===== src/verilog/rv_pkg.sv =====
package rv_pkg;

    // ----------------------------------------
    // widths and memory depths
    // ----------------------------------------
    localparam int XLEN       = 32; // data and instruction width
    localparam int REG_AW     = 5;  // register address width
    localparam int IMEM_DEPTH = 64; // instruction memory words
    localparam int IMEM_AW    = 6;  // instruction memory word address
    localparam int DMEM_DEPTH = 32; // data memory words
    localparam int DMEM_AW    = 5;  // data memory word address

    // ----------------------------------------
    // common types
    // ----------------------------------------
    typedef logic [XLEN-1:0]   word_t;     // one machine word
    typedef logic [REG_AW-1:0] reg_addr_t; // x0 .. x31
    typedef logic [6:0]        opcode_t;   // instr[6:0]
    typedef logic [2:0]        funct3_t;   // instr[14:12]

    // ----------------------------------------
    // major opcodes
    // ----------------------------------------
    localparam opcode_t OPC_OP     = 7'b0110011; // add sub and or xor
    localparam opcode_t OPC_OP_IMM = 7'b0010011; // addi only
    localparam opcode_t OPC_LOAD   = 7'b0000011; // lw only
    localparam opcode_t OPC_STORE  = 7'b0100011; // sw only

    // ----------------------------------------
    // funct3 codes
    // ----------------------------------------
    localparam funct3_t F3_ADD_SUB = 3'b000; // funct7 bit 5 picks sub
    localparam funct3_t F3_XOR     = 3'b100;
    localparam funct3_t F3_OR      = 3'b110;
    localparam funct3_t F3_AND     = 3'b111;
    localparam funct3_t F3_LW_SW   = 3'b010; // word access for lw and sw

endpackage


===== src/verilog/fetch_stage.sv =====
`timescale 1ns/1ps

module fetch_stage (
    input  logic                       clk,
    input  logic                       reset_i,
    input  logic                       run_i,        // issue enable
    input  logic                       imem_we_i,    // program load strobe
    input  logic [rv_pkg::IMEM_AW-1:0] imem_addr_i,  // word address
    input  rv_pkg::word_t              imem_wdata_i, // instruction to load
    output logic                       f_valid_o,    // fetched strobe
    output rv_pkg::word_t              f_instr_o     // fetched instruction
);
    import rv_pkg::*;

    // ----------------------------------------
    // storage
    // ----------------------------------------
    word_t              imem [IMEM_DEPTH]; // instruction memory
    logic [IMEM_AW+1:0] pc_q;              // byte pc, wraps with its width
    logic [IMEM_AW-1:0] pc_word;           // word index into imem

    assign pc_word = pc_q[IMEM_AW+1:2]; // drop byte offset

    // ----------------------------------------
    // load port
    // ----------------------------------------
    always_ff @(posedge clk) begin
        if (imem_we_i) begin
            imem[imem_addr_i] <= imem_wdata_i; // testbench fills program
        end
    end

    // ----------------------------------------
    // program counter and valid
    // ----------------------------------------
    always_ff @(posedge clk) begin
        if (reset_i) begin
            pc_q      <= '0;   // start at word 0
            f_valid_o <= 1'b0;
        end else begin
            f_valid_o <= run_i; // one strobe per issued word
            if (run_i) begin
                pc_q <= pc_q + (IMEM_AW+2)'(4); // next word, wraps at 64
            end
        end
    end

    // fetch output register
    always_ff @(posedge clk) begin
        if (run_i) begin
            f_instr_o <= imem[pc_word]; // holds while paused
        end
    end

endmodule


===== config.mk =====
export PLATFORM = sky130hd
export DESIGN_NAME = fetch_stage
export DESIGN_NICKNAME = d
export VERILOG_FILES = /design/src/verilog/rv_pkg.sv /design/src/verilog/fetch_stage.sv
export SDC_FILE = /design/constraint.sdc
export NUM_CORES = 2
export LEC_CHECK = 0
export ABC_AREA = 1
export BUFFER_PORTS_ARGS = -buffer_cell sky130_fd_sc_hd__buf_2
export CAP_MARGIN = 30
export CORE_ASPECT_RATIO = 0.9
export CORE_MARGIN = 2
export CORE_UTILIZATION = 50
export CTS_BUF_LIST = sky130_fd_sc_hd__clkbuf_16
export DETAILED_ROUTE_END_ITERATION = 7
export PLACE_DENSITY_LB_ADDON = 0.2
export SYNTH_ARGS = -nofsm -noshare
export SYNTH_HDL_FRONTEND = slang
export SYNTH_SLANG_ARGS = --single-unit

===== constraint.sdc =====
create_clock -name clk -period 5 [get_ports clk]
set_clock_uncertainty 0.2 [all_clocks]
set_input_delay 0.25 -clock clk [delete_from_list [all_inputs] [get_ports clk]]
set_output_delay 0.25 -clock clk [all_outputs]
set_load 0.005 [all_outputs]

**Word level (Yosys, flattened, before mapping)**

Memory sizes are Yosys's and may differ from the RTL's. A register that Yosys moved wholly into a read port is not among the register bits.
Cells that the tools add are included.

- Eq/ne operators: 0
- Bitwise logic cells: 0
- Add/sub/neg operators: 1
- Reductions and logical operators: 0
- Multiply operators: 0
- Mux-type cells: 2
- $lt $le $gt $ge: 0
- Shift operators: 0
- Divide/modulo/power cells: 0

Operator list:

| kind | count |
|---|---|
| $add 8x3->8 const B | 1 |
| $mux 1 | 2 |

- Memory bits (read-only): 0
- Latch bits: 0
- Input bits: 42
- RAM bits: 2048
- Word-level logic and storage cells: 6
- Bits in registers: 9
- Memories kept: 1

Memories:

| memory | words | width | rd ports | clocked after Yosys merged registers in | wr ports | RTL line | RTL |
|---|---|---|---|---|---|---|---|
| imem | 64 | 32 | 1 | 1 | 1 | fetch_stage.sv:18 | `word_t imem [IMEM_DEPTH];` |

**Longest topological paths before layout**

- Depth in word-level cells: 2
- Gate-level depth with buffers: 15
- Mapped depth without buffers: 10

**Worst setup path before layout**

Ideal clock, no wire load.

- Path kind: input to register
- Start: input port imem_we_i
- End: memory imem[48][0] (netlist bit), enable pin
- Stages: 3
- Setup slack: 0.420 ns
- Data arrival time: 3.878 ns
- Library setup time: 0.502 ns
- Path buffers: 1
- Cell sequence: clkbuf_1 > nand4_1 > nor4_1

- Word-level cells in the longest chain between the ends: 2

RTL lines:

| item | RTL line | RTL |
|---|---|---|
| start, declared | fetch_stage.sv:7 | `input logic imem_we_i,` |
| $mux 1 | fetch_stage.sv:28 | `if (imem_we_i) begin` |
| $mux 1 (implied by the code) | fetch_stage.sv:29 | `imem[imem_addr_i] <= imem_wdata_i;` |
| end, declared | fetch_stage.sv:18 |  |

Every way passes these cells.

==> summary.md <==
| Metric | Value |
|---|---|
| Status | completed |
| Share of final-layout standard cells stronger than drive strength 1 | 0.0765 |
| Register bit total from synthesis | 2,087 |
| Starting density of the core | 0.504 |
| Global-route met2 utilization | 0.427 |
| Slew Limit Headroom | 0.181 |
| Vias | 57.4k |
| Sequential fraction of the synthesis area | 0.724 |
| Filler cell count | 14.2k |
| Die Y-Extent | 398 µm |
| Max capacitance violation total | 0 |
| Clock latency reported for the late side of the worst-skew pair | 0.84 ns |
| Post-synthesis share of cell area spent on and, or, nand and nor gates | 0.203 |
| Non-Filler Cell Area, Final | 96,500 µm² |
| Utilization of the core after routing | 0.563 |
| Final Critical Period | 3.62 ns |
| Setup repair after global routing missed its margin | false |
| Placed cell areas | 89,800 µm² |
| Compound-Gate Fraction of Synth Area | 0.0244 |
| Arrival time of data at the critical path endpoint | 3.95 ns |
| Cell at the root of the clock tree | sky130_fd_sc_hd__clkbuf_16 |
| CTS resizes | 0 |
| Final-layout worst hold slack | 0.0366 ns |
| Number of global-route vias before repair | 53.4k |
| All-layer global routing usage | 0.275 |
| Routed via count divided by cell count | 5.57 |
| Total DRC errors in the routed layout | 0 |
| Power density cells | 378 nW/µm² |
| Met1 GRT Util | 0.405 |
| Average cell area after synthesis | 11.0 µm² |
| Critical Path End Type | register |
| Crit share post-route | 0.724 |
| Number of distinct library cells after synthesis | 25 |
| Number of H-tree branching levels | 4 |
| Total number of clock tree sinks | 2,087 |
| Total area of sequential cells | 62,600 µm² |
| Clock transition at path regs | 0.06 ns |
| Routed length per placed instance | 23.7 µm |
| Worst Max-Slew Pin Slew | 1.23 ns |
| Most Crowded Layer GR | met2 |
| Maximum fanout along the worst path | 182 |
| Kind of path behind the tightest hold check | input port to register |
| Largest net degree at the start of global routing | 188 |
| HPWL after detailed placement | 131,000 µm |
| Share of synthesized cell area in full adder, half adder and majority cells | 0.000145 |
| Clock buffer count from CTS | 206 |
| WL final | 245,000 µm |
| Area added between synthesis and finish | 11.7% |
| Number of antenna violations at the first check in global routing | 10 |
| Hold Violations, Final | 0 |
| Global-route wire length before repair | 359,000 µm |
| Synthesized-area fraction occupied by xor and xnor cells | 0 |
| Worst-case vdd ir drop | 0.351 mV |
| Number of top-level pins | 75 |
| DRC violation total after the first TritonRoute iteration | 7,352 |
| Portion of netlist area occupied by mux cells | 0 |
| Clk buf depth | 3 |
| Post-route antenna net violation count | 0 |
| Minimum setup slack after placement | 1.47 ns |
| Count of pins over their slew limit | 0 |
| Port-buffer cells | 74 |
| Category of the critical setup timing path | register to register |
| Post-Route Setup TNS | 0 ns |
| Last weighted congestion value of the routability-driven placer | 0.819 |
| Remaining global-route overflow | 0 |
| Leakage dissipation | 37.0 nW |
| Site Rows | 144 |
| Post-Syn Instances | 7,823 |
| Width of the chip | 442 µm |
| Floorplan Core Area | 172,000 µm² |
| Dominant combinational cell family by area after synthesis | simple AND/OR/NAND/NOR gates |
| Slack of the critical path | 1.38 ns |
| Pre-Repair DR Iteration Count | 6 |
| Endpoints failing setup | 0 |
| Peak clock frequency supported by timing | 276 MHz |
| DIE AREA | 176,000 µm² |
| Internal reg-to-reg setup slack | 1.38 ns |
| Data required time at the worst endpoint | 5.34 ns |
| Mapped Area | 86,400 µm² |
| Grt met3 use | 0.0407 |
| Total of warnings raised by yosys | 0 |
| TritonCTS clock tree | done |
| Count of nets after finishing | 7,930 |
| Area of combinational cells with multiple inputs | 20,100 µm² |
| Element type at the critical path start | register |
| Net count after synthesis | 7,866 |
area by class of cell:
| cell class | count | area share |
|---|---|---|
| antenna | 5 | 0.000130 |
| clock buffer | 208 | 0.0539 |
| clock inverter | 153 | 0.0102 |
| inverter | 525 | 0.0207 |
| multi-input combinational | 4774 | 0.209 |
| sequential | 2087 | 0.649 |
| tap | 2263 | 0.0293 |
| timing repair buffer | 293 | 0.0283 |
worst max-delay path: stages, from the launching register on:
cell	delay, ns
sky130_fd_sc_hd__dfxtp_4	0.78
sky130_fd_sc_hd__buf_12	0.49
sky130_fd_sc_hd__nand2_1	0.14
sky130_fd_sc_hd__nand3_1	0.13
sky130_fd_sc_hd__nand2_1	0.07
sky130_fd_sc_hd__nand2_1	0.10
sky130_fd_sc_hd__nand2_1	0.07
sky130_fd_sc_hd__nor2_1	0.20
sky130_fd_sc_hd__nand2_1	0.11
sky130_fd_sc_hd__nand3_1	0.41
sky130_fd_sc_hd__nand2_1	0.19
routing by layer:
| layer | part of all wire | up-vias | routed length, µm |
|---|---|---|---|
| met1 | 0.43 | 28000 | 104000 |
| met2 | 0.46 | 2677 | 112000 |
| li1 | - | 26300 | - |
| met5 | 0.00016 | - | 38 |
| met4 | 0.028 | 6 | 6960 |
| met3 | 0.088 | 376 | 21600 |
power breakdown:
group | internal (W) | switching, W
combinational | 0.000635 | 0.00183
clock | 0.00808 | 0.00643
sequential | 0.0194 | 0.0000726
per-stage QoR:
stage	total power, W	instances
2_1_floorplan	0.0213	7823
6_report	0.0364	10300
4_1_cts	0.0366	10300
3_5_place_dp	0.0223	9898
5_1_grt	0.0375	10300
3_3_place_gp	0.0222	9891
final timing paths:
kind	cells after the start	endpoint	from
max reg2reg	10	f_instr_o[21]$_DFFE_PP_	pc_q[2]$_SDFFE_PP0P_
max	10	f_instr_o[21]$_DFFE_PP_	pc_q[2]$_SDFFE_PP0P_
min	4	imem[31][22]$_DFFE_PP_	imem_addr_i[3]
min reg2reg	2	pc_q[5]$_SDFFE_PP0P_	pc_q[5]$_SDFFE_PP0P_
registers in the layout, indices dropped and copies added (netlist names):
name,cells
imem,2048
f_valid_o,1
pc_q,6
f_instr_o,32
cell families after synthesis:
logic type	count (synthesis)
buf+inv	962
simple gates	4352
compound gates	421
fa+ha+maj	1
flops	2087
cell usage in the layout, fill, tap and decap left out, drive strengths merged, types with 5 or more instances in the layout:
| cell | synthesis | final |
|---|---|---|
| nand2 | 2635 | 2635 |
| edfxtp | 2080 | 2080 |
| nand3 | 839 | 839 |
| nor2 | 821 | 821 |
| inv | 523 | 581 |
| o21ai | 290 | 290 |
| buf | 226 | 252 |
| clkbuf | 211 | 209 |
| a21oi | 129 | 129 |
| clkinv | 2 | 84 |
| dlygate4sd3 | 0 | 40 |
| or2 | 32 | 32 |
| bufinv | 0 | 12 |
| nand4 | 9 | 9 |
| nor4 | 8 | 8 |
| dfxtp | 7 | 7 |
| diode | 0 | 5 |
| nor3 | 5 | 5 |
synth_stat cells:
master                     instances  area share
sky130_fd_sc_hd__nor2_1          821       0.036
sky130_fd_sc_hd__clkinv_1          2    0.000087
sky130_fd_sc_hd__inv_2             1    0.000043
sky130_fd_sc_hd__or2_2            32      0.0023
sky130_fd_sc_hd__ha_1              1     0.00014
sky130_fd_sc_hd__nor3_1            5     0.00029
sky130_fd_sc_hd__nor3b_1           3     0.00026
sky130_fd_sc_hd__o21ai_1          64      0.0037
sky130_fd_sc_hd__a211oi_1          1    0.000087
sky130_fd_sc_hd__edfxtp_1       2080        0.72
sky130_fd_sc_hd__nand3_1         839       0.049
sky130_fd_sc_hd__buf_2           119      0.0069
sky130_fd_sc_hd__buf_1            36      0.0016
sky130_fd_sc_hd__inv_1           522       0.023
sky130_fd_sc_hd__buf_8             1     0.00017
sky130_fd_sc_hd__dfxtp_1           7      0.0016
sky130_fd_sc_hd__buf_4            30      0.0026
sky130_fd_sc_hd__nand4_1           9     0.00065
sky130_fd_sc_hd__buf_6            40      0.0052
sky130_fd_sc_hd__clkbuf_1        211      0.0092
sky130_fd_sc_hd__a21oi_1         129      0.0075
sky130_fd_sc_hd__a31oi_1           1    0.000072
sky130_fd_sc_hd__nand2_1        2635        0.11
sky130_fd_sc_hd__nor4_1            8     0.00058
sky130_fd_sc_hd__o21ai_0         226       0.013
timing repair:
action / CTS / global route
setup buffers: 0 / 0
endpoints found under the hold margin: 1616 / 0
setup endpoints to repair: 0 / 0
hold buffers: 40 / 0
Power figures use the tool's default switching activity.
