==> config.mk <==
export PLATFORM = sky130hd
export DESIGN_NAME = execute_stage_flat
export DESIGN_NICKNAME = d
export VERILOG_FILES = /design/src/verilog/rv_pkg.sv /design/src/verilog/decode_if.sv /design/src/verilog/execute_stage.sv /design/src/flat_wrapper.sv
export SDC_FILE = /design/constraint.sdc
export NUM_CORES = 2
export LEC_CHECK = 0
export BUFFER_PORTS_ARGS = -buffer_cell sky130_fd_sc_hd__buf_2
export CAP_MARGIN = 20
export CORE_ASPECT_RATIO = 0.8
export CORE_MARGIN = 5
export CORE_UTILIZATION = 46
export CTS_CLUSTER_DIAMETER = 50
export DETAILED_ROUTE_END_ITERATION = 10
export GPL_TIMING_DRIVEN = 0
export PLACE_DENSITY = 0.68
export SETUP_SLACK_MARGIN = 0.4
export SLEW_MARGIN = 30
export SYNTH_ARGS = -nofsm -noshare
export SYNTH_HDL_FRONTEND = slang
export SYNTH_SLANG_ARGS = --single-unit
export TNS_END_PERCENT = 10
==> constraint.sdc <==
create_clock -name clk -period 17.6 [get_ports clk]
set_input_delay 3.52 -clock clk [delete_from_list [all_inputs] [get_ports clk]]
set_output_delay 3.52 -clock clk [all_outputs]
set_load 0.01 [all_outputs]
==> src/verilog/rv_pkg.sv <==
package rv_pkg;

    // ----------------------------------------
    // widths and memory depths
    // ----------------------------------------
    localparam int XLEN       = 32; // data and instruction width
    localparam int REG_AW     = 5;  // register address width
    localparam int IMEM_DEPTH = 64; // instruction memory words
    localparam int IMEM_AW    = 6;  // instruction memory word address
    localparam int DMEM_DEPTH = 32; // data memory words
    localparam int DMEM_AW    = 5;  // data memory word address

    // ----------------------------------------
    // common types
    // ----------------------------------------
    typedef logic [XLEN-1:0]   word_t;     // one machine word
    typedef logic [REG_AW-1:0] reg_addr_t; // x0 .. x31
    typedef logic [6:0]        opcode_t;   // instr[6:0]
    typedef logic [2:0]        funct3_t;   // instr[14:12]

    // ----------------------------------------
    // major opcodes
    // ----------------------------------------
    localparam opcode_t OPC_OP     = 7'b0110011; // add sub and or xor
    localparam opcode_t OPC_OP_IMM = 7'b0010011; // addi only
    localparam opcode_t OPC_LOAD   = 7'b0000011; // lw only
    localparam opcode_t OPC_STORE  = 7'b0100011; // sw only

    // ----------------------------------------
    // funct3 codes
    // ----------------------------------------
    localparam funct3_t F3_ADD_SUB = 3'b000; // funct7 bit 5 picks sub
    localparam funct3_t F3_XOR     = 3'b100;
    localparam funct3_t F3_OR      = 3'b110;
    localparam funct3_t F3_AND     = 3'b111;
    localparam funct3_t F3_LW_SW   = 3'b010; // word access for lw and sw

endpackage

==> src/verilog/decode_if.sv <==
`timescale 1ns/1ps

// decoded instruction bundle, decode stage to execute stage
interface decode_if;
    import rv_pkg::*;

    logic      valid;      // one strobe per instruction
    opcode_t   opcode;     // registered instr[6:0]
    funct3_t   funct3;     // registered instr[14:12]
    logic      funct7_5;   // registered instr[30]
    reg_addr_t rd;         // destination register
    word_t     offset;     // sign-extended I or S immediate
    word_t     read_data1; // rf read at registered rs1
    word_t     read_data2; // rf read at registered rs2

    modport decode (
        output valid,
        output opcode,
        output funct3,
        output funct7_5,
        output rd,
        output offset,
        output read_data1,
        output read_data2
    );

    modport execute (
        input valid,
        input opcode,
        input funct3,
        input funct7_5,
        input rd,
        input offset,
        input read_data1,
        input read_data2
    );

endinterface

==> src/verilog/execute_stage.sv <==
`timescale 1ns/1ps

module execute_stage (
    input  logic              clk,
    input  logic              reset_i,
    decode_if.execute         dec,           // from decode
    output logic              reg_write_o,   // write-back enable, this cycle
    output rv_pkg::reg_addr_t write_reg_o,   // write-back register
    output rv_pkg::word_t     write_data_o,  // write-back value
    output logic              wb_valid_o,    // retire strobe
    output rv_pkg::reg_addr_t wb_rd_o,       // retired rd
    output rv_pkg::word_t     wb_data_o,     // retired value
    output logic              store_valid_o, // store strobe
    output rv_pkg::word_t     store_addr_o,  // byte address of store
    output rv_pkg::word_t     store_data_o   // stored word
);
    import rv_pkg::*;

    // ----------------------------------------
    // datapath signals
    // ----------------------------------------
    word_t              addr;       // rs1 + offset
    logic [DMEM_AW-1:0] dmem_idx;   // word index into dmem
    word_t              result;     // value to retire
    logic               is_retire;  // supported rd-writing instruction
    logic               is_store;   // supported sw
    logic               store_now;  // qualified store
    word_t              dmem [DMEM_DEPTH]; // data memory

    assign addr     = dec.read_data1 + dec.offset; // also the addi sum
    assign dmem_idx = addr[DMEM_AW+1:2];           // address bits 6:2

    // operation select
    always_comb begin
        result    = '0;
        is_retire = 1'b0;
        is_store  = 1'b0;
        case (dec.opcode)
            OPC_OP: begin
                is_retire = 1'b1;
                case (dec.funct3)
                    F3_ADD_SUB: result = dec.funct7_5 ? dec.read_data1 - dec.read_data2
                                                      : dec.read_data1 + dec.read_data2;
                    F3_XOR:     result = dec.read_data1 ^ dec.read_data2;
                    F3_OR:      result = dec.read_data1 | dec.read_data2;
                    F3_AND:     result = dec.read_data1 & dec.read_data2;
                    default:    is_retire = 1'b0; // unsupported funct3
                endcase
            end
            OPC_OP_IMM: begin
                if (dec.funct3 == F3_ADD_SUB) begin
                    is_retire = 1'b1;
                    result    = addr; // addi
                end
            end
            OPC_LOAD: begin
                if (dec.funct3 == F3_LW_SW) begin
                    is_retire = 1'b1;
                    result    = dmem[dmem_idx]; // lw, async read
                end
            end
            OPC_STORE: begin
                is_store = (dec.funct3 == F3_LW_SW); // sw only
            end
            default: begin
                is_retire = 1'b0; // anything else drops out
            end
        endcase
    end

    assign store_now = dec.valid & is_store;

    // ----------------------------------------
    // write-back into decode
    // ----------------------------------------
    // written at the edge that ends execute, so the next
    // instruction reads the new value without forwarding
    assign reg_write_o  = dec.valid & is_retire;
    assign write_reg_o  = dec.rd;  // rd 0 ignored by the rf
    assign write_data_o = result;

    // data memory
    always_ff @(posedge clk) begin
        if (reset_i) begin
            for (int i = 0; i < DMEM_DEPTH; i++) begin
                dmem[i] <= '0;
            end
        end else if (store_now) begin
            dmem[dmem_idx] <= dec.read_data2; // sw data from rs2
        end
    end

    // ----------------------------------------
    // retire and store outputs
    // ----------------------------------------
    always_ff @(posedge clk) begin
        if (reset_i) begin
            wb_valid_o    <= 1'b0;
            store_valid_o <= 1'b0;
        end else begin
            wb_valid_o    <= reg_write_o; // never both high
            store_valid_o <= store_now;
        end
    end

    always_ff @(posedge clk) begin
        if (reg_write_o) begin
            wb_rd_o   <= dec.rd;
            wb_data_o <= result;
        end
        if (store_now) begin
            store_addr_o <= addr;           // full byte address
            store_data_o <= dec.read_data2;
        end
    end

endmodule

==> src/flat_wrapper.sv <==
// flat-port wrapper written by rule: the top's interface ports become plain ports
module execute_stage_flat import rv_pkg::*;
  (clk, reset_i, reg_write_o, write_reg_o, write_data_o, wb_valid_o, wb_rd_o, wb_data_o, store_valid_o, store_addr_o, store_data_o, dec_valid, dec_opcode, dec_funct3, dec_funct7_5, dec_rd, dec_offset, dec_read_data1, dec_read_data2);
  decode_if dec_i ();
  input  logic clk;
  input  logic reset_i;
  output logic reg_write_o;
  output rv_pkg::reg_addr_t write_reg_o;
  output rv_pkg::word_t write_data_o;
  output logic wb_valid_o;
  output rv_pkg::reg_addr_t wb_rd_o;
  output rv_pkg::word_t wb_data_o;
  output logic store_valid_o;
  output rv_pkg::word_t store_addr_o;
  output rv_pkg::word_t store_data_o;
  input wire logic [$bits(dec_i.valid)-1:0] dec_valid;
  input wire logic [$bits(dec_i.opcode)-1:0] dec_opcode;
  input wire logic [$bits(dec_i.funct3)-1:0] dec_funct3;
  input wire logic [$bits(dec_i.funct7_5)-1:0] dec_funct7_5;
  input wire logic [$bits(dec_i.rd)-1:0] dec_rd;
  input wire logic [$bits(dec_i.offset)-1:0] dec_offset;
  input wire logic [$bits(dec_i.read_data1)-1:0] dec_read_data1;
  input wire logic [$bits(dec_i.read_data2)-1:0] dec_read_data2;
  assign dec_i.valid = dec_valid;
  assign dec_i.opcode = dec_opcode;
  assign dec_i.funct3 = dec_funct3;
  assign dec_i.funct7_5 = dec_funct7_5;
  assign dec_i.rd = dec_rd;
  assign dec_i.offset = dec_offset;
  assign dec_i.read_data1 = dec_read_data1;
  assign dec_i.read_data2 = dec_read_data2;
  execute_stage u_core (.clk(clk), .reset_i(reset_i), .dec(dec_i), .reg_write_o(reg_write_o), .write_reg_o(write_reg_o), .write_data_o(write_data_o), .wb_valid_o(wb_valid_o), .wb_rd_o(wb_rd_o), .wb_data_o(wb_data_o), .store_valid_o(store_valid_o), .store_addr_o(store_addr_o), .store_data_o(store_data_o));
endmodule
* After elaboration in Yosys (flattened, before gate mapping) *
Memory sizes are Yosys's and may differ from the RTL's.
Cells that the tools add are included.

storage, ports and cells
  bits in registers = 103
  bits in writable memories = 1024
  input bits = 115
  output and inout bits = 141
  logic and storage cells = 44
  memories = 1

cells by class
  add/sub/neg operators = 3
  eq/ne operators = 8
  muxes and demuxes = 18
  bitwise gates (word level) = 5
  reductions and logical operators = 3

memories
  name         words  width  read ports  clocked after memory_dff  wr ports  line                 text
  u_core.dmem  32     32     1           0                         32        execute_stage.sv:28  word_t dmem [DMEM_DEPTH];

operators with widths
  kind                  number
  $mux W32              4
  $pmux W32 S4          1
  $pmux W32 S3          1
  $add A32 B32 Y32      2
  $and A32 B32 Y32      1
  $or A32 B32 Y32       1
  $reduce_or A32 Y1     1
  $sub A32 B32 Y32      1
  $xor A32 B32 Y32      1
  $eq A7 B6 Y1 const B  2
  $mux W1               10
  $eq A3 B3 Y1 const B  3
  $eq A7 B2 Y1 const B  1
  $eq A7 B5 Y1 const B  1
  $mux W5               1
  $reduce_or A4 Y1      1
  $eq A3 B2 Y1 const B  1
  $logic_not A3 Y1      1
  $pmux W1 S3           1
  $and A1 B1 Y1         2

* Longest topological paths before layout *
  depth in word-level cells = 8
  mapped depth = 20
  depth with buffers taken out = 18

* Least setup slack after synthesis *
No wires, ideal clock.

  path type = input port to output port
  start = input dec_opcode[3]
  end = output reg_write_o
  arrival time = 7.647 ns
  data required time = 14.080 ns
  slack = 6.433 ns
  cell stages on the path = 3
  buffers on the path = 0
  path through = nor4_1 -> nand4_1 -> a311oi_1

between the ends
  cells in the longest elaborated chain, start to end = 3
  elaborated cells on any way between the ends = 5
  those cells by class = eq/ne: 3; mux: 1; bitwise: 1

ends and longest elaborated chain
  item                                        line                 text
  from (decl)                                 flat_wrapper.sv:17   input wire logic [$bits(dec_i.opcode)-1:0] dec_opcode;
  $eq A7 B2 Y1, or another cell as far along  execute_stage.sv:38  case (dec.opcode)
  $pmux W1 S3 (*)                             execute_stage.sv:38
  $and A1 B1 Y1 (*)                           execute_stage.sv:78  assign reg_write_o = dec.valid & is_retire;
  to (decl)                                   flat_wrapper.sv:7    output logic reg_write_o;

Mark *: on every way between the ends. The rest lies on a longest branch, timed or not.

* Final worst setup path *
  start = input dec_read_data1[0]
  end = output write_data_o[5]

between the ends
  cells in the longest elaborated chain, start to end = 4
  elaborated cells on any way between the ends = 9
  those cells by class = add/sub: 3; mux: 5; memory: 1

ends and longest elaborated chain
  item                                            line                                      text
  from (decl)                                     flat_wrapper.sv:22                        input wire logic [$bits(dec_i.read_data1)-1:0] dec_read_data1;
  $add A32 B32 Y32, or another cell as far along  execute_stage.sv:30                       assign addr = dec.read_data1 + dec.offset;
  $mem_v2 Z32 W32 or $mux W32 (tied branches)     --
  $mux W32 or $pmux W32 S4 (tied branches)        execute_stage.sv:57, execute_stage.sv:41
  $pmux W32 S3 (*)                                execute_stage.sv:38
  to (decl)                                       flat_wrapper.sv:9                         output rv_pkg::word_t write_data_o;

Marked as above.

==> run_results.csv <==
group,metric,value,unit
status,outcome,"finished clean",
cts,cts_setup_buffers,0,
min_path,timing.hold.worst_endpoint,"u_core.wb_data_o[3]",
synthesis,synth.distinct_cells,78,
cts,ctsHtreeMaxLevel,3,
timing,finalWorstPathRequiredPeriod,12.69,ns
synthesis,syn-cell-area,54900,um2
cts,cts_sinks,1127,
synthesis,synth_compound_gate_area_share,6.01,%
timing,rsz0062_at_grt,"false",
placed_design,hpwl_after_dpl,191,mm
timing,timing.fmax,78.8,MHz
cells_and_area,fraction_of_layout_cells_with_a_size_suffix_above_1,21.4,%
synthesis,syn-instance-count,4099,
cts,cts_max_path_buffers,3,
critical_path,startpoint_type,"input pin",
cells_and_area,layout_commonest_cell,"sky130_fd_sc_hd__edfxtp_1",
critical_path,worstReg2RegEnd,"u_core.wb_data_o[15]",
power_and_ir_drop,p_leak,20.8,nW
synthesis,yosys_warnings,0,
critical_path,critical_path.endpoint_type,"primary output",
floorplan,core_region_area,119000,um2
route,first_pass_iters,6,
timing,final.period_utilization,72.1,%
cts,worst_skew_pair.late_latency,0.79,ns
timing,final_max_slew_viol_count,0,
cells_and_area,layout.cell_area.non_filler,63700,um2
critical_path,crit_path_max_fanout,10,
cells_and_area,filler_cell_count,10000,
cells_and_area,post_layout_instance_count_excluding_filler_cells,6187,
global_route,antenna_found_initial,24,
synthesis,synth_xor_area_share,1.46,%
route,avgRoutedWirePerCell,42.5,um
synthesis,synth_area_per_cell,13.4,um2
power_and_ir_drop,worst_ir_drop_vdd,100,uV
cells_and_area,multi_input_comb_area,19100,um2
timing,finalHoldViolations,0,
synthesis,combinational_family_with_the_most_area_after_synthesis,"simple AND/OR/NAND/NOR gates",
timing,endpoints_failing_setup,0,
route,drt-initial-drc-count,8253,
route,postRouteWirelength,263,mm
synthesis,register_area_share_after_synthesis,61.6,%
cells_and_area,ff_latch_area,33800,um2
synthesis,synth_edf_count,1125,
floorplan,ioPinCount,256,
global_route,grt_first_pass_wirelength,352,mm
critical_path,worst-endpoint-arrival,9.17,ns
global_route,pin_count_of_the_biggest_net_entering_global_routing,24,
cts,ctsHoldBuffers,0,
placed_design,port_buffers,253,
cts,worst_setup_hold_path_clk_slew,0.07,ns
min_path,hold_depth,3,
synthesis,synth_ff_type,"sky130_fd_sc_hd__edfxtp_1",
floorplan,initial_core_util,46.3,%
timing,worst_hold_slack,1.22,ns
critical_path,worst_r2r_startpoint,"u_core.dmem[16][15]",
timing,worst_clock_skew,0.0495,ns
placed_design,post_placement_cell_count,5957,
route,postRouteAntennaNets,0,
cts,cts_inserted_buffers,119,
floorplan,num_rows,113,
timing,totalNegativeSetupSlack,0,ns
route,post-route-drc-count,0,
global_route,grt_remaining_overflow,0,
synthesis,synth_simple_gate_area_share,12.8,%
floorplan,fp.dieArea,126000,um2
min_path,worstHoldStart,"u_core.dmem[5][3]",
cts,cts_tree,"built",
critical_path,setup.worst_path.class,"in2out",
placed_design,finalWeightedCongestion,1.07,
cts,root_buffer,"sky130_fd_sc_hd__clkbuf_16",
flow_run,max-cap-violations,0,
power_and_ir_drop,power_density,117,nW/um2
min_path,worstHoldPathType,"reg2reg",
critical_path,reg2reg_slack,14.38,ns
critical_path,reg2regPathDepth,6,
cts,cts_repair_resize_count,0,
critical_path,critical_path_required,14.08,ns
global_route,grt_util_all_layers,40.7,%
floorplan,fp.dieW,396,um
global_route,first_global_vias,41700,
synthesis,synth_async_sr_flop_share,0,%
route,drt-vias-per-instance,7.14,
placed_design,place_area,59800,um2
synthesis,postSynthRegisterBits,1127,
route,dr_total_vias,44200,
cells_and_area,finish.net_count,4770,
cells_and_area,area.growth.synth_to_final,16.0,%
floorplan,die_height,319,um
synthesis,post_synth_fa_ha_maj_area_fraction,2.97,%
cells_and_area,layout_common_cells,"1125 x sky130_fd_sc_hd__edfxtp_1, 1048 x sky130_fd_sc_hd__nor3_1, 358 x sky130_fd_sc_hd__buf_2, 283 x sky130_fd_sc_hd__clkbuf_1, 256 x sky130_fd_sc_hd__mux4_2",
timing,timing.max_slew.rel_slack,18.1,%
synthesis,synth_mux_area_share,10.7,%
synthesis,synthesis.nets,4343,
timing,transition_at_the_pin_with_the_smallest_max_transition_slack,1.23,ns
## cells in the mapped netlist (9+ instances only)
| library cell | instances | share of area [%] |
|---|---|---|
| sky130_fd_sc_hd__a211oi_1 | 18 | 0.25 |
| sky130_fd_sc_hd__a21o_1 | 30 | 0.41 |
| sky130_fd_sc_hd__a21oi_1 | 99 | 0.90 |
| sky130_fd_sc_hd__a221o_1 | 17 | 0.31 |
| sky130_fd_sc_hd__a22oi_1 | 12 | 0.16 |
| sky130_fd_sc_hd__a31oi_1 | 36 | 0.41 |
| sky130_fd_sc_hd__and3_1 | 13 | 0.15 |
| sky130_fd_sc_hd__buf_1 | 24 | 0.16 |
| sky130_fd_sc_hd__buf_2 | 103 | 0.94 |
| sky130_fd_sc_hd__buf_4 | 46 | 0.63 |
| sky130_fd_sc_hd__buf_6 | 10 | 0.21 |
| sky130_fd_sc_hd__clkbuf_1 | 281 | 1.9 |
| sky130_fd_sc_hd__clkinv_1 | 23 | 0.16 |
| sky130_fd_sc_hd__edfxtp_1 | 1125 | 62 |
| sky130_fd_sc_hd__ha_1 | 127 | 2.9 |
| sky130_fd_sc_hd__inv_1 | 55 | 0.38 |
| sky130_fd_sc_hd__mux2i_1 | 11 | 0.20 |
| sky130_fd_sc_hd__mux4_2 | 256 | 11 |
| sky130_fd_sc_hd__nand2_1 | 141 | 0.96 |
| sky130_fd_sc_hd__nand3_1 | 39 | 0.36 |
| sky130_fd_sc_hd__nand4_1 | 13 | 0.15 |
| sky130_fd_sc_hd__nor2_1 | 128 | 0.88 |
| sky130_fd_sc_hd__nor2b_1 | 14 | 0.16 |
| sky130_fd_sc_hd__nor3_1 | 1048 | 9.6 |
| sky130_fd_sc_hd__nor4_1 | 14 | 0.16 |
| sky130_fd_sc_hd__o211ai_1 | 10 | 0.14 |
| sky130_fd_sc_hd__o21ai_0 | 78 | 0.71 |
| sky130_fd_sc_hd__o21ai_1 | 9 | 0.082 |
| sky130_fd_sc_hd__o21bai_1 | 37 | 0.51 |
| sky130_fd_sc_hd__o221ai_1 | 15 | 0.24 |
| sky130_fd_sc_hd__o22ai_1 | 72 | 0.82 |
| sky130_fd_sc_hd__xnor2_1 | 65 | 1.0 |
| sky130_fd_sc_hd__xor2_1 | 19 | 0.30 |
## metrics by stage
stage	setup WS [ns]	utilization, %	total power, W
after detailed placement	5.17	50.4	0.00481
after global routing	4.83	53.7	0.00750
after global placement	3.10	49.0	0.00477
final	4.91	53.7	0.00745
after floorplan	6.43	-	0.00396
after CTS	5.17	53.7	0.00729
## critical path: stages
cell and delay (ns):
sky130_fd_sc_hd__buf_2 0.14, sky130_fd_sc_hd__ha_1 0.31, sky130_fd_sc_hd__fa_1 0.47, sky130_fd_sc_hd__xnor2_2 0.39, sky130_fd_sc_hd__inv_2 0.25, sky130_fd_sc_hd__buf_6 0.37, sky130_fd_sc_hd__buf_4 0.56, sky130_fd_sc_hd__buf_4 0.55
sky130_fd_sc_hd__mux4_2 0.62, sky130_fd_sc_hd__o22ai_1 0.82, sky130_fd_sc_hd__nor2_1 0.20, sky130_fd_sc_hd__a21oi_1 0.36, sky130_fd_sc_hd__o22ai_1 0.29, sky130_fd_sc_hd__buf_2 0.25
## worst max-delay path by stage
| stage | start | endpoint | slack, ns | depth (start not counted) |
|---|---|---|---|---|
| after floorplan | dec_opcode[3] | reg_write_o | 6.43 | 3 |
| after global placement | dec_opcode[3] | reg_write_o | 3.10 | 5 |
| after detailed placement | dec_read_data2[1] | write_data_o[27] | 5.17 | 20 |
| after CTS | dec_read_data2[1] | write_data_o[27] | 5.17 | 20 |
| after global routing | dec_read_data2[1] | write_data_o[27] | 4.83 | 20 |
| final | dec_read_data1[0] | write_data_o[5] | 4.91 | 14 |
## report_power, final
part | switching [W] | total [W] | internal (W)
Clock | 0.00116 | 0.00255 | 0.00139
Combinational | 0.00132 | 0.00179 | 0.000468
Sequential | 0.0000357 | 0.00310 | 0.00307
## state kept, by name, indices dropped and copies added, names as in the netlist
name	flops
u_core.store_data_o	32
u_core.wb_valid_o	1
u_core.store_valid_o	1
u_core.dmem	1024
u_core.store_addr_o	32
u_core.wb_rd_o	5
u_core.wb_data_o	32
## layout make-up
| cell class | count | area share (%) |
|---|---|---|
| sequential | 1127 | 53.1 |
| multi-input combinational | 2424 | 29.9 |
| clock buffer | 136 | 4.81 |
| timing repair buffer | 306 | 3.99 |
| buffer | 464 | 3.36 |
| tap | 1552 | 3.05 |
| clock inverter | 86 | 1.24 |
| inverter | 84 | 0.499 |
| antenna | 8 | 0.0314 |
## layer usage
metal	up-vias	part of all wire, %	GRT usage (%)
li1	16900	-	-
met1	22000	33	49.8
met2	4346	41	56.9
met3	936	18	21.5
met4	26	7.9	24.9
met5	-	0.23	2.64
## cells by family after synthesis
kind of cell,after synthesis
AO/OA/AOI/OAI,497
buffers and inverters,548
XOR/XNOR,88
flip-flops,1127
AND/OR/NAND/NOR,1443
multiplexers,267
adder cells (fa/ha/maj),129
Power figures use the tool's default switching activity.
