`src/verilog/rv_pkg.sv`:
```
package rv_pkg;

    // ----------------------------------------
    // widths and memory depths
    // ----------------------------------------
    localparam int XLEN       = 32; // data and instruction width
    localparam int REG_AW     = 5;  // register address width
    localparam int IMEM_DEPTH = 64; // instruction memory words
    localparam int IMEM_AW    = 6;  // instruction memory word address
    localparam int DMEM_DEPTH = 32; // data memory words
    localparam int DMEM_AW    = 5;  // data memory word address

    // ----------------------------------------
    // common types
    // ----------------------------------------
    typedef logic [XLEN-1:0]   word_t;     // one machine word
    typedef logic [REG_AW-1:0] reg_addr_t; // x0 .. x31
    typedef logic [6:0]        opcode_t;   // instr[6:0]
    typedef logic [2:0]        funct3_t;   // instr[14:12]

    // ----------------------------------------
    // major opcodes
    // ----------------------------------------
    localparam opcode_t OPC_OP     = 7'b0110011; // add sub and or xor
    localparam opcode_t OPC_OP_IMM = 7'b0010011; // addi only
    localparam opcode_t OPC_LOAD   = 7'b0000011; // lw only
    localparam opcode_t OPC_STORE  = 7'b0100011; // sw only

    // ----------------------------------------
    // funct3 codes
    // ----------------------------------------
    localparam funct3_t F3_ADD_SUB = 3'b000; // funct7 bit 5 picks sub
    localparam funct3_t F3_XOR     = 3'b100;
    localparam funct3_t F3_OR      = 3'b110;
    localparam funct3_t F3_AND     = 3'b111;
    localparam funct3_t F3_LW_SW   = 3'b010; // word access for lw and sw

endpackage

```
`src/verilog/decode_if.sv`:
```
`timescale 1ns/1ps

// decoded instruction bundle, decode stage to execute stage
interface decode_if;
    import rv_pkg::*;

    logic      valid;      // one strobe per instruction
    opcode_t   opcode;     // registered instr[6:0]
    funct3_t   funct3;     // registered instr[14:12]
    logic      funct7_5;   // registered instr[30]
    reg_addr_t rd;         // destination register
    word_t     offset;     // sign-extended I or S immediate
    word_t     read_data1; // rf read at registered rs1
    word_t     read_data2; // rf read at registered rs2

    modport decode (
        output valid,
        output opcode,
        output funct3,
        output funct7_5,
        output rd,
        output offset,
        output read_data1,
        output read_data2
    );

    modport execute (
        input valid,
        input opcode,
        input funct3,
        input funct7_5,
        input rd,
        input offset,
        input read_data1,
        input read_data2
    );

endinterface

```
`src/verilog/pipeline_decode.sv`:
```
`timescale 1ns/1ps

module pipeline_decode (
    input  logic              clk,
    input  logic              reset_i,
    input  logic              f_valid_i,    // fetched strobe
    input  rv_pkg::word_t     f_instr_i,    // fetched instruction
    input  logic              reg_write_i,  // write-back enable
    input  rv_pkg::reg_addr_t write_reg_i,  // write-back register
    input  rv_pkg::word_t     write_data_i, // write-back value
    decode_if.decode          dec           // to execute
);
    import rv_pkg::*;

    // ----------------------------------------
    // field registers
    // ----------------------------------------
    logic      valid_q;    // decode stage occupied
    opcode_t   opcode_q;
    funct3_t   funct3_q;
    logic      funct7_5_q; // sub select
    reg_addr_t rs1_q;
    reg_addr_t rs2_q;
    reg_addr_t rd_q;
    word_t     offset_q;   // sign-extended immediate

    word_t     imm_i;      // I-type immediate of incoming word
    word_t     imm_s;      // S-type immediate of incoming word
    word_t     regs [2**REG_AW]; // register file

    assign imm_i = {{(XLEN-12){f_instr_i[31]}}, f_instr_i[31:20]};
    assign imm_s = {{(XLEN-12){f_instr_i[31]}}, f_instr_i[31:25], f_instr_i[11:7]};

    always_ff @(posedge clk) begin
        if (reset_i) begin
            valid_q <= 1'b0;
        end else begin
            valid_q <= f_valid_i; // strobe moves one stage
        end
    end

    always_ff @(posedge clk) begin
        if (f_valid_i) begin
            opcode_q   <= f_instr_i[6:0];
            funct3_q   <= f_instr_i[14:12];
            funct7_5_q <= f_instr_i[30];
            rs1_q      <= f_instr_i[19:15]; // rs1 field
            rs2_q      <= f_instr_i[24:20]; // rs2 field
            rd_q       <= f_instr_i[11:7];
            if (f_instr_i[6:0] == OPC_STORE) begin
                offset_q <= imm_s; // split immediate for sw
            end else begin
                offset_q <= imm_i; // addi and lw
            end
        end
    end

    // ----------------------------------------
    // register file
    // ----------------------------------------
    always_ff @(posedge clk) begin
        if (reset_i) begin
            for (int i = 0; i < 2**REG_AW; i++) begin
                regs[i] <= '0; // all of x0 .. x31
            end
        end else if (reg_write_i && (write_reg_i != '0)) begin
            regs[write_reg_i] <= write_data_i; // x0 stays zero
        end
    end

    // ----------------------------------------
    // outputs to execute
    // ----------------------------------------
    assign dec.valid      = valid_q;
    assign dec.opcode     = opcode_q;
    assign dec.funct3     = funct3_q;
    assign dec.funct7_5   = funct7_5_q;
    assign dec.rd         = rd_q;
    assign dec.offset     = offset_q;
    assign dec.read_data1 = (rs1_q == '0) ? '0 : regs[rs1_q]; // async read
    assign dec.read_data2 = (rs2_q == '0) ? '0 : regs[rs2_q]; // async read

endmodule

```
`src/flat_wrapper.sv`:
```
// flat-port wrapper written by rule: the top's interface ports become plain ports
module pipeline_decode_flat import rv_pkg::*;
  (clk, reset_i, f_valid_i, f_instr_i, reg_write_i, write_reg_i, write_data_i, dec_valid, dec_opcode, dec_funct3, dec_funct7_5, dec_rd, dec_offset, dec_read_data1, dec_read_data2);
  decode_if dec_i ();
  input  logic clk;
  input  logic reset_i;
  input  logic f_valid_i;
  input  rv_pkg::word_t f_instr_i;
  input  logic reg_write_i;
  input  rv_pkg::reg_addr_t write_reg_i;
  input  rv_pkg::word_t write_data_i;
  output wire logic [$bits(dec_i.valid)-1:0] dec_valid;
  output wire logic [$bits(dec_i.opcode)-1:0] dec_opcode;
  output wire logic [$bits(dec_i.funct3)-1:0] dec_funct3;
  output wire logic [$bits(dec_i.funct7_5)-1:0] dec_funct7_5;
  output wire logic [$bits(dec_i.rd)-1:0] dec_rd;
  output wire logic [$bits(dec_i.offset)-1:0] dec_offset;
  output wire logic [$bits(dec_i.read_data1)-1:0] dec_read_data1;
  output wire logic [$bits(dec_i.read_data2)-1:0] dec_read_data2;
  assign dec_valid = dec_i.valid;
  assign dec_opcode = dec_i.opcode;
  assign dec_funct3 = dec_i.funct3;
  assign dec_funct7_5 = dec_i.funct7_5;
  assign dec_rd = dec_i.rd;
  assign dec_offset = dec_i.offset;
  assign dec_read_data1 = dec_i.read_data1;
  assign dec_read_data2 = dec_i.read_data2;
  pipeline_decode u_core (.clk(clk), .reset_i(reset_i), .f_valid_i(f_valid_i), .f_instr_i(f_instr_i), .reg_write_i(reg_write_i), .write_reg_i(write_reg_i), .write_data_i(write_data_i), .dec(dec_i));
endmodule
```
`config.mk`:
```
export PLATFORM = sky130hd
export DESIGN_NAME = pipeline_decode_flat
export DESIGN_NICKNAME = d
export VERILOG_FILES = /design/src/verilog/rv_pkg.sv /design/src/verilog/decode_if.sv /design/src/verilog/pipeline_decode.sv /design/src/flat_wrapper.sv
export SDC_FILE = /design/constraint.sdc
export NUM_CORES = 2
export LEC_CHECK = 0
export BUFFER_PORTS_ARGS = -buffer_cell sky130_fd_sc_hd__buf_4
export CAP_MARGIN = 20
export CORE_MARGIN = 2
export CORE_UTILIZATION = 50
export CTS_CLUSTER_SIZE = 8
export DETAILED_ROUTE_END_ITERATION = 16
export PLACE_DENSITY = 0.66
export SLEW_MARGIN = 5
export SYNTH_ARGS = -nofsm -noshare
export SYNTH_HDL_FRONTEND = slang
export SYNTH_SLANG_ARGS = --single-unit
```
`constraint.sdc`:
```
create_clock -name clk -period 2.2 [get_ports clk]
set_input_delay 0.22 -clock clk [delete_from_list [all_inputs] [get_ports clk]]
set_output_delay 0.22 -clock clk [all_outputs]
set_load 0.02 [all_outputs]
```
# Word level (Yosys, flattened, before mapping)
# Memories as Yosys holds them, arrays and structs flattened. A register that Yosys moved wholly into a read port is not among the register bits.
# Index checks and enable logic that the tools add are counted.
# word_totals
n_memories	1
ram_bits	1024
input_bits	73
register_bits	39
latchBits	0
out_inout_bits	113
word_cells	28
romBits	0
# op_classes
reduce_logical	5
bitwise	0
n_eq_ne	1
multipliers	0
div_mod_pow	0
shifts	0
mux	13
order_cmp	0
add_sub_neg	0
# mem_list
memory	depth	word_bits	rd	rd_clocked_by_memory_dff	write_ports	line_no	rtl
u_core.regs	32	32	2	2	32	pipeline_decode.sv:29	word_t regs [2**REG_AW];
# ops
cell	n
$mux W32	3
$reduce_or A32 Y1	1
$mux W5	4
$logic_not A5 Y1	2
$eq A7 B6 Y1 const B	1
$mux W1	6
$reduce_bool A5 Y1	1
$logic_and A1 B1 Y1	1

# Longest topological paths before layout
# logic_depth
word_depth	7
ltp_mapped	9
depth_no_buf	4

# Worst setup path after synthesis
# OpenSTA, ideal clock, no wires.
# synth_timing
path_kind	flip-flop to output port
from	reg with a tool-made name
to	out dec_read_data1[10]
setup_slack_ns	0.113
t_arrival_ns	1.867
path_stages_with_launch	10
t_required_ns	1.980
path_buffers	5
path_cell_list	dfxtp_1 buf_6 buf_8 buf_12 buf_8 nor2b_4 buf_6 a221oi_2 o21ai_1 a31oi_1
# synth_rtl
item	line_no	rtl
end: declaration	flat_wrapper.sv:18	output wire logic [$bits(dec_i.read_data1)-1:0] dec_read_data1;

==> impl_results.html <==
<table>
<tr><th>Metric</th><th>Value</th></tr>
<tr><th colspan="2">Timing</th></tr>
<tr><td>Worst slack on hold paths</td><td>around 0.034 ns</td></tr>
<tr><td>Final Skew</td><td>0.0185 ns</td></tr>
<tr><td>Upper clock frequency limit</td><td>309 MHz</td></tr>
<tr><td>Unrepaired setup endpoints after global routing</td><td>yes</td></tr>
<tr><td>Number of failing hold endpoints at the final stage</td><td>0</td></tr>
<tr><td>Max-slew violation count</td><td>0</td></tr>
<tr><td>Post-route fraction of the period consumed by the critical path</td><td>147%</td></tr>
<tr><td>Tmin final</td><td>3.24 ns</td></tr>
<tr><td>Worst relative slew slack</td><td>38.2%</td></tr>
<tr><td>Setup violations, final</td><td>64</td></tr>
<tr><td>Post-route setup slack</td><td>-1.04 ns</td></tr>
<tr><td>Slew @ Worst Pin</td><td>between 0.9 and 1 ns</td></tr>
<tr><th colspan="2">Drt</th></tr>
<tr><td>Routed length per instance</td><td>33.6 um</td></tr>
<tr><td>Number of optimization iterations in the first detailed-route pass</td><td>6</td></tr>
<tr><td>Routed metal-1 wire length</td><td>72300 um</td></tr>
<tr><td>Via count normalized by instance count</td><td>roughly 6.6</td></tr>
<tr><td>Number of violations reported at the end of detailed-routing iteration 0</td><td>5421</td></tr>
<tr><td>Count of vias placed by the detailed router</td><td>37500</td></tr>
<tr><td>DRT antenna net count</td><td>0</td></tr>
<tr><td>Amount of wire on met3 after detailed routing</td><td>21400 um</td></tr>
<tr><td>Uppermost layer routed</td><td>met5</td></tr>
<tr><td>DR DRC count</td><td>0</td></tr>
<tr><td>Final Routed Wirelength</td><td>between 150000 and 200000 um</td></tr>
<tr><td>Met2 routed wirelength</td><td>a little under 90000 um</td></tr>
<tr><th colspan="2">Yosys</th></tr>
<tr><td>Syn Std Cell Area</td><td>0.0563 mm2</td></tr>
<tr><td>Count of synthesis-stage warnings from yosys</td><td>0</td></tr>
<tr><td>Synth area leader</td><td>sky130_fd_sc_hd__edfxtp_1</td></tr>
<tr><td>Fraction of synthesis flops using an asynchronous set or reset pin</td><td>0%</td></tr>
<tr><td>Main area contributors after synthesis</td><td>sky130_fd_sc_hd__edfxtp_1 (57%), sky130_fd_sc_hd__mux4_2 (18%), sky130_fd_sc_hd__and2_1 (11%)</td></tr>
<tr><td>Cells after synthesis</td><td>3638</td></tr>
<tr><td>Fraction of the yosys area taken by sequential cells</td><td>between 50 and 60%</td></tr>
<tr><td>Area share of the leading cell type in the synthesized netlist</td><td>56.5%</td></tr>
<tr><td>Number of distinct library cell variants in the gate-level netlist after synthesis</td><td>43</td></tr>
<tr><td>Number of enable-type register cells in the synthesized netlist</td><td>1061</td></tr>
<tr><td>Post-synthesis sequential element count</td><td>~1100</td></tr>
<tr><td>Most used flip-flop cell after synthesis</td><td>sky130_fd_sc_hd__edfxtp_1</td></tr>
<tr><td>Avg Inst Size Synth</td><td>around 15 um2</td></tr>
<tr><th colspan="2">Die</th></tr>
<tr><td>Placement row count</td><td>between 100 and 150</td></tr>
<tr><td>Initial core utilization</td><td>~50%</td></tr>
<tr><td>Die Y</td><td>340 um</td></tr>
<tr><td>Placeable core region</td><td>0.112 mm2</td></tr>
<tr><td>Die X</td><td>about 340 um</td></tr>
<tr><td>Die area</td><td>0.115 mm2</td></tr>
<tr><td>Number of ports placed on the die boundary</td><td>186</td></tr>
<tr><th colspan="2">Placement</th></tr>
<tr><td>Sum of net half-perimeters after detailed placement</td><td>121000 um</td></tr>
<tr><td>Worst setup slack after placement</td><td>-0.375 ns</td></tr>
<tr><td>Routability Congestion</td><td>0.938</td></tr>
<tr><td>Port Buffers</td><td>185</td></tr>
<tr><th colspan="2">Power and ir drop</th></tr>
<tr><td>Cell leakage power</td><td>around 25 nW</td></tr>
<tr><td>Sum of internal, switching and leakage power</td><td>approximately 57 mW</td></tr>
<tr><td>Sequential Power Share</td><td>42.8%</td></tr>
<tr><td>Ratio of total power to cell area</td><td>810 mW/mm2</td></tr>
<tr><td>Power spent charging and discharging nets</td><td>15.1 mW</td></tr>
<tr><td>Max IR drop VDD</td><td>about 650 uV</td></tr>
<tr><td>Pint</td><td>approximately 42 mW</td></tr>
<tr><td>Share of power burned in the clock network</td><td>37.3%</td></tr>
<tr><td>Net Sw Frac</td><td>26.6%</td></tr>
<tr><td>Combinational fraction of design power</td><td>19.9%</td></tr>
<tr><th colspan="2">Clock network</th></tr>
<tr><td>Clock latency of the later-clocked register in the worst-skew pair</td><td>0.76 ns</td></tr>
<tr><td>Buffer type at the clock tree root</td><td>sky130_fd_sc_hd__clkbuf_16</td></tr>
<tr><td>Maximum level of the CTS H-tree</td><td>4</td></tr>
<tr><td>Clock slew at reported path FFs</td><td>0.05 ns</td></tr>
<tr><td>Cts bufs inserted</td><td>152</td></tr>
<tr><td>Largest buffer count on any clock path</td><td>3</td></tr>
<tr><td>Clock tree from TritonCTS</td><td>built</td></tr>
<tr><td>Number of clock sinks</td><td>between 1000 and 1500</td></tr>
<tr><th colspan="2">Status</th></tr>
<tr><td>Violated checks</td><td>negative setup slack</td></tr>
<tr><td>Run status</td><td>complete, but fails checks</td></tr>
<tr><th colspan="2">Global route</th></tr>
<tr><td>Via count of the first global-routing pass</td><td>37600</td></tr>
<tr><td>Leftover overflow at the end of global routing</td><td>0</td></tr>
<tr><td>First-pass GRT wire length</td><td>270000 um</td></tr>
<tr><td>Pin count of the biggest net entering global routing</td><td>slightly below 50</td></tr>
<tr><td>Antenna violations before repair</td><td>12</td></tr>
<tr><td>Gr usage total</td><td>32.8%</td></tr>
<tr><th colspan="2">Worst setup path</th></tr>
<tr><td>Worst Path Required</td><td>1.98 ns</td></tr>
<tr><td>Arrival time at the worst endpoint</td><td>roughly 3.0 ns</td></tr>
<tr><td>Cell chain of the critical path</td><td>buf_12, clkbuf_16, buf_12, mux4_2, mux2i_2, a221o_1, buf_6, a31oi_1, buf_4</td></tr>
<tr><td>Largest stage delay, worst path</td><td>0.52 ns</td></tr>
<tr><td>Cell with the biggest individual delay on the critical path</td><td>sky130_fd_sc_hd__mux4_2</td></tr>
<tr><td>Endpoint kind of the worst setup timing path</td><td>primary output</td></tr>
<tr><td>Reg-to-reg setup timing slack</td><td>1.26 ns</td></tr>
<tr><td>Type of the worst setup path</td><td>flip-flop to primary output</td></tr>
<tr><td>Largest fanout on the critical path</td><td>9</td></tr>
<tr><td>Startpoint class of the critical path</td><td>flip-flop</td></tr>
<tr><td>Dominant cell type by count on the critical path</td><td>sky130_fd_sc_hd__buf_12</td></tr>
<tr><th colspan="2">Flow run</th></tr>
<tr><td>Max cap viols</td><td>0</td></tr>
<tr><th colspan="2">Cells and area</th></tr>
<tr><td>Fillers</td><td>8013</td></tr>
<tr><td>Utilization of the core after routing</td><td>62.5%</td></tr>
<tr><td>Storage cell area</td><td>0.0321 mm2</td></tr>
<tr><td>Final net count</td><td>about 4200</td></tr>
<tr><td>Total area of multi-input combinational cells</td><td>0.0235 mm2</td></tr>
<tr><td>Fraction of final layout cells sized beyond drive strength 1</td><td>37.2%</td></tr>
<tr><td>Synthesis-to-layout area growth</td><td>24.5%</td></tr>
<tr><th colspan="2">Worst hold path</th></tr>
<tr><td>Hold Path Class</td><td>input pin to flip-flop</td></tr>
</table>
[kinds of logic after synthesis]
kind of cell | Yosys count | share of synthesized area [%]
buf+inv | 412 | 3.66
mux | 719 | 22.8
compound gates | 297 | 4.34
flops | 1072 | 56.9
other cells | 1 | 0.00666
simple gates | 1137 | 12.3
[worst paths after layout]
kind | start | to | depth (start not counted)
setup reg to reg | u_core.rs1_q[1] | flip-flop | 1
hold reg to reg | u_core.rs2_q[3] | flip-flop | 1
setup / recovery | flip-flop | dec_read_data1[15] | 9
hold / removal | write_data_i[16] | u_core.regs[6][16] | 2
[cell usage in the layout, fill, tap and decap left out, types with 19 or more instances in the layout]
cell type,count
sky130_fd_sc_hd__a22oi_2,27
sky130_fd_sc_hd__edfxtp_1,1061
sky130_fd_sc_hd__nand2_1,48
sky130_fd_sc_hd__a221o_1,55
sky130_fd_sc_hd__a221oi_2,29
sky130_fd_sc_hd__mux2i_2,22
sky130_fd_sc_hd__dlygate4sd3_1,52
sky130_fd_sc_hd__buf_4,421
sky130_fd_sc_hd__a22oi_1,37
sky130_fd_sc_hd__or2_2,31
sky130_fd_sc_hd__o21ai_1,27
sky130_fd_sc_hd__buf_12,153
sky130_fd_sc_hd__mux4_2,448
sky130_fd_sc_hd__buf_6,76
sky130_fd_sc_hd__mux2i_1,222
sky130_fd_sc_hd__nor2_4,37
sky130_fd_sc_hd__clkbuf_1,30
sky130_fd_sc_hd__clkbuf_16,165
sky130_fd_sc_hd__a31oi_1,30
sky130_fd_sc_hd__a31oi_4,19
sky130_fd_sc_hd__and2_1,993
sky130_fd_sc_hd__conb_1,32
[sequential cells by signal, indices dropped and copies added (netlist names), named ones only]
register / count
u_core.regs: 1024
u_core.dec.offset: 12
u_core.rs2_q: 5
u_core.rs1_q: 5
u_core.dec.valid: 1
u_core.dec.funct3: 3
u_core.dec.rd: 5
u_core.dec.opcode: 7
[cells in the mapped netlist, types with 2 or more instances]
cell type / n
sky130_fd_sc_hd__a221o_1: 64
sky130_fd_sc_hd__a221oi_1: 16
sky130_fd_sc_hd__a221oi_2: 25
sky130_fd_sc_hd__a22oi_1: 64
sky130_fd_sc_hd__a31oi_1: 64
sky130_fd_sc_hd__and2_1: 993
sky130_fd_sc_hd__buf_1: 4
sky130_fd_sc_hd__buf_2: 63
sky130_fd_sc_hd__buf_4: 70
sky130_fd_sc_hd__buf_6: 17
sky130_fd_sc_hd__buf_8: 2
sky130_fd_sc_hd__clkbuf_1: 251
sky130_fd_sc_hd__clkbuf_4: 2
sky130_fd_sc_hd__dfxtp_1: 11
sky130_fd_sc_hd__edfxtp_1: 1061
sky130_fd_sc_hd__mux2_2: 15
sky130_fd_sc_hd__mux2i_1: 256
sky130_fd_sc_hd__mux4_2: 448
sky130_fd_sc_hd__nand2_1: 48
sky130_fd_sc_hd__nand3b_1: 3
sky130_fd_sc_hd__nor2_1: 39
sky130_fd_sc_hd__nor2_2: 2
sky130_fd_sc_hd__nor2b_1: 6
sky130_fd_sc_hd__o2111ai_1: 23
sky130_fd_sc_hd__o21ai_0: 16
sky130_fd_sc_hd__o21ai_1: 25
sky130_fd_sc_hd__or2_2: 31
sky130_fd_sc_hd__or3b_2: 3
sky130_fd_sc_hd__or4_1: 2
[metrics by stage]
stage          cell area, um2  setup TNS, ns  std cells
5_1_grt                 70100         -62.85       5695
6_report                70100         -59.82       5699
3_5_place_dp            62900         -13.04       5359
3_3_place_gp            62900         -12.89       5359
2_1_floorplan           56500              0       3669
4_1_cts                 68700         -60.09       5635
[power groups by stage]
| stage | clock (mW) | sequential [mW] | combinational [mW] |
|---|---|---|---|
| finish | 21.2 | 24.3 | 11.3 |
| CTS | 21.3 | 24.3 | 10.5 |
| global placement | 0 | 24.6 | 9.75 |
| floorplan | 0 | 24.4 | 5.53 |
| detailed placement | 0 | 24.6 | 9.82 |
| global route | 22.1 | 24.4 | 11.6 |
[worst max-delay path: cells and delay by family (launching register included)]
kind            cells  cell delay (ns)
compound gates      2             0.27
mux                 2             0.73
buf+inv             5             0.80
flops               1             0.45
[area by class of cell]
| class | instances | share of cell area, % |
|---|---|---|
| Inverter | 2 | 0.0214 |
| Antenna cell | 4 | 0.0143 |
| Multi-Input combinational cell | 2185 | 33.5 |
| Clock inverter | 10 | 0.157 |
| Tap cell | 1500 | 2.68 |
| Timing Repair Buffer | 740 | 12.1 |
| Sequential cell | 1072 | 45.8 |
| Clock buffer | 186 | 5.73 |
[metal layers]
| metal | GRT usage (%) | vias up |
|---|---|---|
| met4 | 14.8 | 8 |
| met1 | 44.4 | 19400 |
| met2 | 51.1 | 2603 |
| met5 | 0 | - |
| met3 | 7.48 | 453 |
| li1 | - | 15100 |
[timing repair]
action                     in CTS  in global routing
gates resized for setup       160                155
setup endpoints to repair      64                 64
pin swaps                      34                 54
hold endpoints to repair      328                  0
gates cloned                    8                  9
hold buffers                   52                  0
buffers inserted               20                 56
No activity file was read; power rests on OpenSTA's default activity.
